==> config.mk <==
export PLATFORM = sky130hd
export DESIGN_NAME = perip_bridge_axi
export DESIGN_NICKNAME = d
export VERILOG_FILES = /design/src/rtl/perip_axi_pkg.sv /design/src/rtl/axi_burst_addr.sv /design/src/rtl/axi_read_engine.sv /design/src/rtl/axi_write_engine.sv /design/src/rtl/perip_bridge_axi.sv /design/src/rtl/perip_bus_arbiter.sv /design/src/rtl/perip_regs.sv
export VERILOG_INCLUDE_DIRS = /design/src /design/src/rtl
export SDC_FILE = /design/constraint.sdc
export NUM_CORES = 1
export LEC_CHECK = 0
export BUFFER_PORTS_ARGS = -buffer_cell sky130_fd_sc_hd__clkbuf_2
export CAP_MARGIN = 20
export CORE_MARGIN = 1.5
export CORE_UTILIZATION = 45
export DETAILED_ROUTE_END_ITERATION = 12
export PLACE_DENSITY = 0.71
export SYNTH_ARGS = -nofsm -noshare
export SYNTH_HDL_FRONTEND = slang
export SYNTH_SLANG_ARGS = --single-unit
==> constraint.sdc <==
create_clock -name S_AXI_ACLK -period 2.9 [get_ports S_AXI_ACLK]
set_input_delay 0.29 -clock S_AXI_ACLK [delete_from_list [all_inputs] [get_ports S_AXI_ACLK]]
set_output_delay 0.29 -clock S_AXI_ACLK [all_outputs]
set_load 0.01 [all_outputs]
==> src/rtl/perip_axi_cfg.svh <==
`ifndef PERIP_AXI_CFG_SVH
`define PERIP_AXI_CFG_SVH

// bus widths
`define PERIP_ADDR_W 16
`define PERIP_DATA_W 32
`define PERIP_ID_W 4
`define PERIP_LEN_W 8       // AxLEN, beats minus one
`define PERIP_ADDR_LSB 2    // byte address to word index

// one burst per engine, no queues, so AxLEN is the only burst limit

// word indices in the register window
`define PERIP_IDX_SW_LO 0
`define PERIP_IDX_SW_HI 1
`define PERIP_IDX_KEY 2
`define PERIP_IDX_SEG_LO 4
`define PERIP_IDX_SEG_HI 5  // only [7:0] exists
`define PERIP_IDX_LED 6

`endif

==> src/rtl/perip_axi_pkg.sv <==
`include "perip_axi_cfg.svh"

package perip_axi_pkg;

    typedef logic [`PERIP_ADDR_W-1:0] addr_t;
    typedef logic [`PERIP_DATA_W-1:0] data_t;
    typedef logic [`PERIP_DATA_W/8-1:0] strb_t;
    typedef logic [`PERIP_ID_W-1:0] id_t;
    typedef logic [`PERIP_LEN_W-1:0] len_t;

    // AxBURST encoding
    typedef enum logic [1:0] {
        BURST_FIXED = 2'b00,
        BURST_INCR  = 2'b01,
        BURST_WRAP  = 2'b10,
        BURST_RSVD  = 2'b11   // handled as INCR
    } burst_t;

    // what an engine keeps from an accepted AW or AR beat
    typedef struct packed {
        addr_t  addr;
        len_t   len;
        burst_t burst;
    } burst_cmd_t;

    // one access on the register bus
    typedef struct packed {
        addr_t addr;      // word aligned byte address
        logic  write;
        data_t wdata;
        strb_t strb;
    } bus_req_t;

    typedef enum logic [1:0] {RD_IDLE, RD_REQ, RD_DATA} rd_state_t;
    typedef enum logic [1:0] {WR_IDLE, WR_DATA, WR_RESP} wr_state_t;

endpackage

==> src/rtl/axi_burst_addr.sv <==
`include "perip_axi_cfg.svh"

module axi_burst_addr (
    input  perip_axi_pkg::addr_t  cur_addr,
    input  perip_axi_pkg::len_t   len,
    input  perip_axi_pkg::burst_t burst,
    output perip_axi_pkg::addr_t  next_addr
);
    import perip_axi_pkg::*;

    localparam int WORD_W = `PERIP_ADDR_W - `PERIP_ADDR_LSB;

    logic [WORD_W-1:0] cur_word;
    logic [WORD_W-1:0] inc_word;
    logic [WORD_W-1:0] wrap_mask;   // len+1 is a power of two for WRAP
    logic [WORD_W-1:0] wrap_word;

    assign cur_word  = cur_addr[`PERIP_ADDR_W-1:`PERIP_ADDR_LSB];
    assign inc_word  = cur_word + 1'b1;
    assign wrap_mask = WORD_W'(len);

    // keep the window base, let only the low bits roll over
    assign wrap_word = (cur_word & ~wrap_mask) | (inc_word & wrap_mask);

    always_comb begin
        case (burst)
            BURST_FIXED: next_addr = cur_addr;
            BURST_WRAP: begin
                next_addr = {wrap_word, {`PERIP_ADDR_LSB{1'b0}}};
            end
            default: begin  // INCR and reserved
                next_addr = {inc_word, {`PERIP_ADDR_LSB{1'b0}}};
            end
        endcase
    end

endmodule

==> src/rtl/axi_read_engine.sv <==
`include "perip_axi_cfg.svh"

module axi_read_engine (
    input  logic                      S_AXI_ACLK,
    input  logic                      S_AXI_ARESETN,
    // AR channel
    input  perip_axi_pkg::id_t        ar_id,
    input  perip_axi_pkg::burst_cmd_t ar_cmd,
    input  logic                      ar_valid,
    output logic                      ar_ready,
    // R channel
    output perip_axi_pkg::id_t        r_id,
    output perip_axi_pkg::data_t      r_data,
    output logic                      r_last,
    output logic                      r_valid,
    input  logic                      r_ready,
    // register bus
    output perip_axi_pkg::bus_req_t   rd_req,
    output logic                      rd_req_valid,
    input  logic                      rd_grant,
    input  perip_axi_pkg::data_t      bus_rdata
);
    import perip_axi_pkg::*;

    rd_state_t  state;
    burst_cmd_t cmd;          // addr follows the current beat
    len_t       beat_cnt;
    id_t        id_q;
    logic       data_fresh;   // bus_rdata arrived this cycle
    data_t      data_q;
    addr_t      next_addr;

    axi_burst_addr i_next_addr (
        .cur_addr (cmd.addr),
        .len      (cmd.len),
        .burst    (cmd.burst),
        .next_addr(next_addr)
    );

    assign ar_ready     = (state == RD_IDLE);
    assign rd_req_valid = (state == RD_REQ);
    assign rd_req       = '{addr: cmd.addr, write: 1'b0, wdata: '0, strb: '0};

    assign r_valid = (state == RD_DATA);
    assign r_id    = id_q;
    assign r_last  = (beat_cnt == cmd.len);
    assign r_data  = data_fresh ? bus_rdata : data_q;  // held copy under back-pressure

    always_ff @(posedge S_AXI_ACLK) begin
        if (!S_AXI_ARESETN) begin
            state      <= RD_IDLE;
            beat_cnt   <= '0;
            data_fresh <= 1'b0;
        end else begin
            data_fresh <= rd_req_valid && rd_grant;
            case (state)
                RD_IDLE: begin
                    if (ar_valid) begin
                        state    <= RD_REQ;
                        beat_cnt <= '0;
                    end
                end
                RD_REQ: begin
                    if (rd_grant)
                        state <= RD_DATA;   // word lands in bus_rdata
                end
                RD_DATA: begin
                    if (r_ready) begin
                        if (r_last) begin
                            state <= RD_IDLE;
                        end else begin
                            state    <= RD_REQ;
                            beat_cnt <= beat_cnt + 1'b1;
                        end
                    end
                end
                default: state <= RD_IDLE;
            endcase
        end
    end

    always_ff @(posedge S_AXI_ACLK) begin
        if (ar_valid && ar_ready) begin
            cmd  <= ar_cmd;
            id_q <= ar_id;
        end else if (r_valid && r_ready && !r_last) begin
            cmd.addr <= next_addr;
        end
        if (data_fresh)
            data_q <= bus_rdata;
    end

    // beat is held stable while the master stalls
    a_r_hold: assert property (@(posedge S_AXI_ACLK) disable iff (!S_AXI_ARESETN)
        r_valid && !r_ready |=> r_valid && $stable(r_data) && $stable(r_last));

endmodule

==> src/rtl/axi_write_engine.sv <==
`include "perip_axi_cfg.svh"

module axi_write_engine (
    input  logic                      S_AXI_ACLK,
    input  logic                      S_AXI_ARESETN,
    // AW channel
    input  perip_axi_pkg::id_t        aw_id,
    input  perip_axi_pkg::burst_cmd_t aw_cmd,
    input  logic                      aw_valid,
    output logic                      aw_ready,
    // W channel
    input  perip_axi_pkg::data_t      w_data,
    input  perip_axi_pkg::strb_t      w_strb,
    input  logic                      w_last,
    input  logic                      w_valid,
    output logic                      w_ready,
    // B channel
    output perip_axi_pkg::id_t        b_id,
    output logic                      b_valid,
    input  logic                      b_ready,
    // register bus
    output perip_axi_pkg::bus_req_t   wr_req,
    output logic                      wr_req_valid,
    input  logic                      wr_grant
);
    import perip_axi_pkg::*;

    wr_state_t  state;
    burst_cmd_t cmd;        // addr follows the current beat
    id_t        id_q;
    addr_t      next_addr;
    logic       w_beat;

    axi_burst_addr i_next_addr (
        .cur_addr (cmd.addr),
        .len      (cmd.len),
        .burst    (cmd.burst),
        .next_addr(next_addr)
    );

    assign aw_ready = (state == WR_IDLE);

    // a W beat goes straight onto the bus, so it only completes when granted
    assign wr_req_valid = (state == WR_DATA) && w_valid;
    assign wr_req = '{addr: cmd.addr, write: 1'b1, wdata: w_data, strb: w_strb};
    assign w_ready = wr_grant;
    assign w_beat  = w_valid && w_ready;

    assign b_valid = (state == WR_RESP);
    assign b_id    = id_q;

    always_ff @(posedge S_AXI_ACLK) begin
        if (!S_AXI_ARESETN) begin
            state <= WR_IDLE;
        end else begin
            case (state)
                WR_IDLE: begin
                    if (aw_valid)
                        state <= WR_DATA;
                end
                WR_DATA: begin
                    // WLAST closes the burst, no beat count kept
                    if (w_beat && w_last)
                        state <= WR_RESP;
                end
                WR_RESP: begin
                    if (b_ready)
                        state <= WR_IDLE;
                end
                default: state <= WR_IDLE;
            endcase
        end
    end

    always_ff @(posedge S_AXI_ACLK) begin
        if (aw_valid && aw_ready) begin
            cmd  <= aw_cmd;
            id_q <= aw_id;
        end else if (w_beat) begin
            cmd.addr <= next_addr;    // address of the following beat
        end
    end

    // a response only follows the closing W beat
    a_b_after_wlast: assert property (@(posedge S_AXI_ACLK) disable iff (!S_AXI_ARESETN)
        $rose(b_valid) |-> $past(w_valid && w_ready && w_last));

endmodule

==> src/rtl/perip_bridge_axi.sv <==
module perip_bridge_axi (
    input  logic                   S_AXI_ACLK,
    input  logic                   S_AXI_ARESETN,
    // write address
    input  perip_axi_pkg::id_t     S_AXI_AWID,
    input  perip_axi_pkg::addr_t   S_AXI_AWADDR,
    input  perip_axi_pkg::len_t    S_AXI_AWLEN,
    input  logic [1:0]             S_AXI_AWBURST,
    input  logic                   S_AXI_AWVALID,
    output logic                   S_AXI_AWREADY,
    // write data
    input  perip_axi_pkg::data_t   S_AXI_WDATA,
    input  perip_axi_pkg::strb_t   S_AXI_WSTRB,
    input  logic                   S_AXI_WLAST,
    input  logic                   S_AXI_WVALID,
    output logic                   S_AXI_WREADY,
    // write response
    output perip_axi_pkg::id_t     S_AXI_BID,
    output logic [1:0]             S_AXI_BRESP,
    output logic                   S_AXI_BVALID,
    input  logic                   S_AXI_BREADY,
    // read address
    input  perip_axi_pkg::id_t     S_AXI_ARID,
    input  perip_axi_pkg::addr_t   S_AXI_ARADDR,
    input  perip_axi_pkg::len_t    S_AXI_ARLEN,
    input  logic [1:0]             S_AXI_ARBURST,
    input  logic                   S_AXI_ARVALID,
    output logic                   S_AXI_ARREADY,
    // read data
    output perip_axi_pkg::id_t     S_AXI_RID,
    output perip_axi_pkg::data_t   S_AXI_RDATA,
    output logic [1:0]             S_AXI_RRESP,
    output logic                   S_AXI_RLAST,
    output logic                   S_AXI_RVALID,
    input  logic                   S_AXI_RREADY,
    // board peripherals
    input  logic [63:0]            virtual_sw_input,
    input  logic [7:0]             virtual_key_input,
    output logic [39:0]            virtual_seg_output,
    output logic [31:0]            virtual_led_output
);
    import perip_axi_pkg::*;

    burst_cmd_t aw_cmd;
    burst_cmd_t ar_cmd;
    bus_req_t   rd_req;
    bus_req_t   wr_req;
    bus_req_t   bus_req;
    logic       rd_req_valid;
    logic       wr_req_valid;
    logic       rd_grant;
    logic       wr_grant;
    logic       bus_valid;
    data_t      bus_rdata;

    assign aw_cmd = '{addr: S_AXI_AWADDR, len: S_AXI_AWLEN, burst: burst_t'(S_AXI_AWBURST)};
    assign ar_cmd = '{addr: S_AXI_ARADDR, len: S_AXI_ARLEN, burst: burst_t'(S_AXI_ARBURST)};
    assign S_AXI_RRESP = 2'b00;     // OKAY
    assign S_AXI_BRESP = 2'b00;

    axi_read_engine i_rd_engine (
        .S_AXI_ACLK, .S_AXI_ARESETN,
        .ar_id(S_AXI_ARID), .ar_cmd(ar_cmd), .ar_valid(S_AXI_ARVALID), .ar_ready(S_AXI_ARREADY),
        .r_id(S_AXI_RID), .r_data(S_AXI_RDATA), .r_last(S_AXI_RLAST),
        .r_valid(S_AXI_RVALID), .r_ready(S_AXI_RREADY),
        .rd_req, .rd_req_valid, .rd_grant, .bus_rdata
    );

    axi_write_engine i_wr_engine (
        .S_AXI_ACLK, .S_AXI_ARESETN,
        .aw_id(S_AXI_AWID), .aw_cmd(aw_cmd), .aw_valid(S_AXI_AWVALID), .aw_ready(S_AXI_AWREADY),
        .w_data(S_AXI_WDATA), .w_strb(S_AXI_WSTRB), .w_last(S_AXI_WLAST),
        .w_valid(S_AXI_WVALID), .w_ready(S_AXI_WREADY),
        .b_id(S_AXI_BID), .b_valid(S_AXI_BVALID), .b_ready(S_AXI_BREADY),
        .wr_req, .wr_req_valid, .wr_grant
    );

    perip_bus_arbiter i_arbiter (
        .S_AXI_ACLK, .S_AXI_ARESETN,
        .rd_req, .rd_req_valid, .wr_req, .wr_req_valid,
        .rd_grant, .wr_grant, .bus_req, .bus_valid
    );

    perip_regs i_regs (
        .S_AXI_ACLK, .S_AXI_ARESETN,
        .bus_req, .bus_valid, .bus_rdata,
        .virtual_sw_input, .virtual_key_input,
        .virtual_seg_output, .virtual_led_output
    );

endmodule

==> src/rtl/perip_bus_arbiter.sv <==
`include "perip_axi_cfg.svh"

module perip_bus_arbiter (
    input  logic                    S_AXI_ACLK,
    input  logic                    S_AXI_ARESETN,
    input  perip_axi_pkg::bus_req_t rd_req,
    input  logic                    rd_req_valid,
    input  perip_axi_pkg::bus_req_t wr_req,
    input  logic                    wr_req_valid,
    output logic                    rd_grant,
    output logic                    wr_grant,
    output perip_axi_pkg::bus_req_t bus_req,
    output logic                    bus_valid
);
    import perip_axi_pkg::*;

    logic last_wr;  // write engine won the last grant

    // on contention the engine that was not served last wins
    assign rd_grant  = rd_req_valid && (!wr_req_valid || last_wr);
    assign wr_grant  = wr_req_valid && (!rd_req_valid || !last_wr);
    assign bus_valid = rd_grant || wr_grant;
    assign bus_req   = wr_grant ? wr_req : rd_req;

    always_ff @(posedge S_AXI_ACLK) begin
        if (!S_AXI_ARESETN)
            last_wr <= 1'b1;    // read goes first after reset
        else if (bus_valid)
            last_wr <= wr_grant;
    end

    a_grant_excl: assert property (@(posedge S_AXI_ACLK) disable iff (!S_AXI_ARESETN)
        !(rd_grant && wr_grant));

    // requests stay up until served, so a loser is served on the next cycle
    a_rd_no_starve: assert property (@(posedge S_AXI_ACLK) disable iff (!S_AXI_ARESETN)
        rd_req_valid && !rd_grant |=> rd_grant);
    a_wr_no_starve: assert property (@(posedge S_AXI_ACLK) disable iff (!S_AXI_ARESETN)
        wr_req_valid && !wr_grant |=> wr_grant);

endmodule

==> src/rtl/perip_regs.sv <==
`include "perip_axi_cfg.svh"

module perip_regs (
    input  logic                    S_AXI_ACLK,
    input  logic                    S_AXI_ARESETN,
    input  perip_axi_pkg::bus_req_t bus_req,
    input  logic                    bus_valid,
    output perip_axi_pkg::data_t    bus_rdata,
    input  logic [63:0]             virtual_sw_input,
    input  logic [7:0]              virtual_key_input,
    output logic [39:0]             virtual_seg_output,
    output logic [31:0]             virtual_led_output
);
    import perip_axi_pkg::*;

    localparam int WORD_W = `PERIP_ADDR_W - `PERIP_ADDR_LSB;
    localparam logic [WORD_W-1:0] IDX_SW_LO  = WORD_W'(`PERIP_IDX_SW_LO);
    localparam logic [WORD_W-1:0] IDX_SW_HI  = WORD_W'(`PERIP_IDX_SW_HI);
    localparam logic [WORD_W-1:0] IDX_KEY    = WORD_W'(`PERIP_IDX_KEY);
    localparam logic [WORD_W-1:0] IDX_SEG_LO = WORD_W'(`PERIP_IDX_SEG_LO);
    localparam logic [WORD_W-1:0] IDX_SEG_HI = WORD_W'(`PERIP_IDX_SEG_HI);
    localparam logic [WORD_W-1:0] IDX_LED    = WORD_W'(`PERIP_IDX_LED);

    logic [WORD_W-1:0] idx;
    data_t             seg_lo;
    logic [7:0]        seg_hi;
    data_t             led;
    data_t             rd_word;

    // byte lanes of new_w replace old_w where strb is set
    function automatic data_t merge_bytes(data_t old_w, data_t new_w, strb_t strb);
        data_t res;
        res = old_w;
        for (int b = 0; b < `PERIP_DATA_W / 8; b++) begin
            if (strb[b])
                res[8*b +: 8] = new_w[8*b +: 8];
        end
        return res;
    endfunction

    assign idx = bus_req.addr[`PERIP_ADDR_W-1:`PERIP_ADDR_LSB];

    always_ff @(posedge S_AXI_ACLK) begin
        if (!S_AXI_ARESETN) begin
            seg_lo <= '0;
            seg_hi <= '0;
            led    <= '0;
        end else if (bus_valid && bus_req.write) begin
            case (idx)
                IDX_SEG_LO: seg_lo <= merge_bytes(seg_lo, bus_req.wdata, bus_req.strb);
                IDX_SEG_HI: begin
                    if (bus_req.strb[0])
                        seg_hi <= bus_req.wdata[7:0];   // upper lanes dropped
                end
                IDX_LED: led <= merge_bytes(led, bus_req.wdata, bus_req.strb);
                default: ;  // inputs and holes ignore writes
            endcase
        end
    end

    always_comb begin
        case (idx)
            IDX_SW_LO:  rd_word = virtual_sw_input[31:0];
            IDX_SW_HI:  rd_word = virtual_sw_input[63:32];
            IDX_KEY:    rd_word = {24'b0, virtual_key_input};
            IDX_SEG_LO: rd_word = seg_lo;
            IDX_SEG_HI: rd_word = {24'b0, seg_hi};
            IDX_LED:    rd_word = led;
            default:    rd_word = '0;
        endcase
    end

    // read word valid the cycle after the grant
    always_ff @(posedge S_AXI_ACLK) begin
        if (bus_valid && !bus_req.write)
            bus_rdata <= rd_word;
    end

    assign virtual_seg_output = {seg_hi, seg_lo};
    assign virtual_led_output = led;

endmodule

==> results.json <==
{
  "grt_util_met2_pct": 41.7,
  "synth_top_cells_by_area": "edfxtp_1 (28%), dfxtp_1 (25%), nand2_1 (5.1%)",
  "n_fill_cell": 1779,
  "yosys_warnings": 0,
  "p_leak_nw": 4.96,
  "synth_seq_cells": 206,
  "clock_power_share_pct": 40.4,
  "wl_per_cell_um": 19.0,
  "setup_tns_ns": 0,
  "crit_required_ns": 3.27,
  "seq_area_um2": 5010,
  "io_buffers": 289,
  "rsz0062_at_grt": "no",
  "tightest_slew_ns": 0.953,
  "syn_area_per_cell_um2": 10.7,
  "antenna_left": 0,
  "criticalPathCategory": "reg2reg",
  "slew_violations": 0,
  "use_met3_pct": 4.54,
  "p_seq_share_pct": 46.7,
  "antenna_cells": 0,
  "crit_arrival_ns": 3.02,
  "setup_ws_ns": 0.260,
  "synth_edf_count": 88,
  "dp_hpwl_mm": 19.7,
  "synth_area_leader_cell": "edfxtp_1",
  "top_usage_layer": "met2",
  "numCtsBuffers": 23,
  "fp.dieH_um": 148,
  "synth_area_um2": 9480,
  "std_cell_rows": 52,
  "gp_congestion": 0.876,
  "fin_crit_sh_pct": 91.0,
  "seq_area_frac_synth_pct": 52.8,
  "use_met1_pct": 33.6,
  "overflow": 0,
  "cts_hold_buf": 28,
  "synthDistinctLibCells": 71,
  "dieArea_um2": 21900,
  "cp-end-kind": "register",
  "p_comb_share_pct": 12.9,
  "grt_pass1_wl_mm": 43.3,
  "switchingPower_mw": 1.80,
  "start_util_pct": 46.4,
  "cts_tree": "done",
  "outcome": "finished clean",
  "post_cts_buffers": 0,
  "async_flop_share_pct": 0,
  "fin_crit_ns": 2.64,
  "setup_violations": 0,
  "power_mw": 7.30,
  "setup.worst_path.start_class": "register",
  "stdcell_area_um2": 12200,
  "ios": 298,
  "gr-usage-all-layers_pct": 25.3,
  "die_w_um": 148,
  "fin_util_pct": 59.8,
  "cts_resized": 0,
  "dr.pass1.iters": 5,
  "num_vias": 8161,
  "multi_input_area_um2": 4160,
  "grt_start_max_net_pins": 58,
  "worstPathCellList": "nor4_2, nand3_2, nor4_1, o21a_4, a22o_2, a221o_2",
  "drc": 0,
  "clock_skew_ns": 0.0222,
  "post-place-ws_ns": 0.285,
  "synthToLayoutAreaGrowth_pct": 29.0,
  "drv_cap": 0,
  "cts_buffer_depth": 3,
  "cpPeakStageDelay_ns": 0.58,
  "routed_wl_mm": 28.1,
  "grt_antenna_before_repair": 0,
  "holdCritStartpoint": "S_AXI_WDATA[10]",
  "p_per_area_nw_per_um2": 597,
  "drive_above_1_share_pct": 35.9,
  "synth_cells": 889,
  "cts_max_level": 1,
  "grt_pass1_vias": 8018,
  "cts.sinks": 206,
  "via_per_inst": 5.50,
  "drt-initial-drc-count": 417,
  "synth.top_cell.area_share_pct": 27.9,
  "critical_path.slowest_cell": "nor4_1",
  "ys.flop_type": "dfxtp_1",
  "min_path_type": "in2reg",
  "switching_share_pct": 24.7,
  "hold_viol": 0,
  "clk_pin_slew_ns": 0.06,
  "internal-power_mw": 5.50,
  "relSlewSlack_pct": 36.5,
  "root_buffer": "clkbuf_16",
  "vdd_drop_max_uv": 515,
  "fin_nets": 1376,
  "place_area_um2": 11200,
  "clk_latency_ns": 0.52,
  "path_max_fanout": 30,
  "clock.fmax_mhz": 379,
  "core_area_um2": 20400
}
[power groups by stage]
stage	combinational (mW)	clock [mW]	sequential [mW]
final	0.942	2.95	3.41
after global routing	1.02	3.13	3.43
after CTS	0.942	3.00	3.40
after detailed placement	0.903	0	3.47
after global placement	0.886	0	3.45
after floorplan	0.544	0	3.42
[cells in the mapped netlist, types with 11 or more instances]
cell type	number
nand2_1	129
dfxtp_1	118
edfxtp_1	88
nand3_1	83
a21boi_0	53
nor2_1	45
mux2_2	34
o21ai_0	34
xnor2_1	30
clkbuf_1	27
a221o_2	19
mux2i_1	18
a21boi_1	14
nor2b_1	14
a22o_2	13
o31ai_1	12
a22o_1	11
[critical path: cells and delay by family (launching register included)]
kind / cells / cell delay [ns]
AO/OA/AOI/OAI: 3 / 0.81
AND/OR/NAND/NOR: 3 / 1.23
flip-flops: 1 / 0.46
[placed cells by master, fill, tap and decap left out, drive strengths merged, types with 2 or more instances in the layout]
| cell type | n |
|---|---|
| a31oi | 3 |
| inv | 9 |
| nand2b | 5 |
| conb | 4 |
| xor2 | 9 |
| nand4 | 8 |
| nand3b | 2 |
| xnor2 | 30 |
| buf | 16 |
| a21oi | 8 |
| a22o | 24 |
| a31o | 4 |
| and3 | 11 |
| a32oi | 3 |
| nand2 | 130 |
| nor3b | 2 |
| nor3 | 5 |
| dfxtp | 118 |
| clkinv | 2 |
| or2 | 2 |
| o21ai | 34 |
| clkbuf | 326 |
| mux2i | 18 |
| mux2 | 35 |
| nor2 | 46 |
| o22ai | 4 |
| a21boi | 67 |
| nand3 | 84 |
| nor4 | 5 |
| ha | 3 |
| and2 | 2 |
| o31ai | 12 |
| dlygate4sd3 | 28 |
| o21a | 3 |
| or4 | 2 |
| a221o | 27 |
| edfxtp | 88 |
| nor2b | 14 |
| a22oi | 5 |
[final timing paths]
check / end / cells after the start / slack (ns)
worst max-delay path: i_regs.bus_rdata[25] / 6 / 0.26
worst min register to register: i_rd_engine.data_q[21] / 1 / 0.47
worst min-delay path: i_regs.seg_lo[10] / 3 / 0.02
worst max register to register: i_regs.bus_rdata[25] / 6 / 0.26
[flip-flops by register name (all words and copies together) (netlist names), 4 cells and up, named ones only]
register	count
i_rd_engine.data_q	32
i_regs.bus_rdata	32
i_regs.seg_lo	32
i_regs.virtual_led_output	32
i_rd_engine.cmd	10
i_wr_engine.cmd	10
i_rd_engine.beat_cnt	8
i_regs.seg_hi	8
i_rd_engine.rd_req	7
i_wr_engine.wr_req	7
i_rd_engine.r_id	4
i_wr_engine.b_id	4
[final cells by class]
cell class | instances | share of cell area, %
multi-input cells | 625 | 34.0
inverters | 8 | 0.246
flip-flops and latches | 206 | 41.0
well taps | 270 | 2.76
repair buffers | 333 | 15.7
clock buffers | 37 | 5.90
clock inverters | 4 | 0.399
[metal layers]
metal,vias up,wire [um]
li1,3868,-
met1,3908,12000
met3,58,2000
met2,327,13200
met4,0,954
met5,-,0
[cell families after synthesis]
kind of cell | share of synthesized area [%]
multiplexers | 6.10
AO/OA/AOI/OAI | 16.9
flip-flops | 52.8
AND/OR/NAND/NOR | 16.7
other | 0.0396
adder cells (fa/ha/maj) | 0.396
buffers and inverters | 3.50
XOR/XNOR | 3.60
[through the flow]
| stage | hold slack, ns | cells |
|---|---|---|
| floorplan | 0.389 | 892 |
| global placement | 0.457 | 1414 |
| detailed placement | 0.463 | 1414 |
| CTS | 0.00440 | 1483 |
| global route | 0.0241 | 1483 |
| finish | 0.0186 | 1483 |
(Power assumes the default switching activity.)
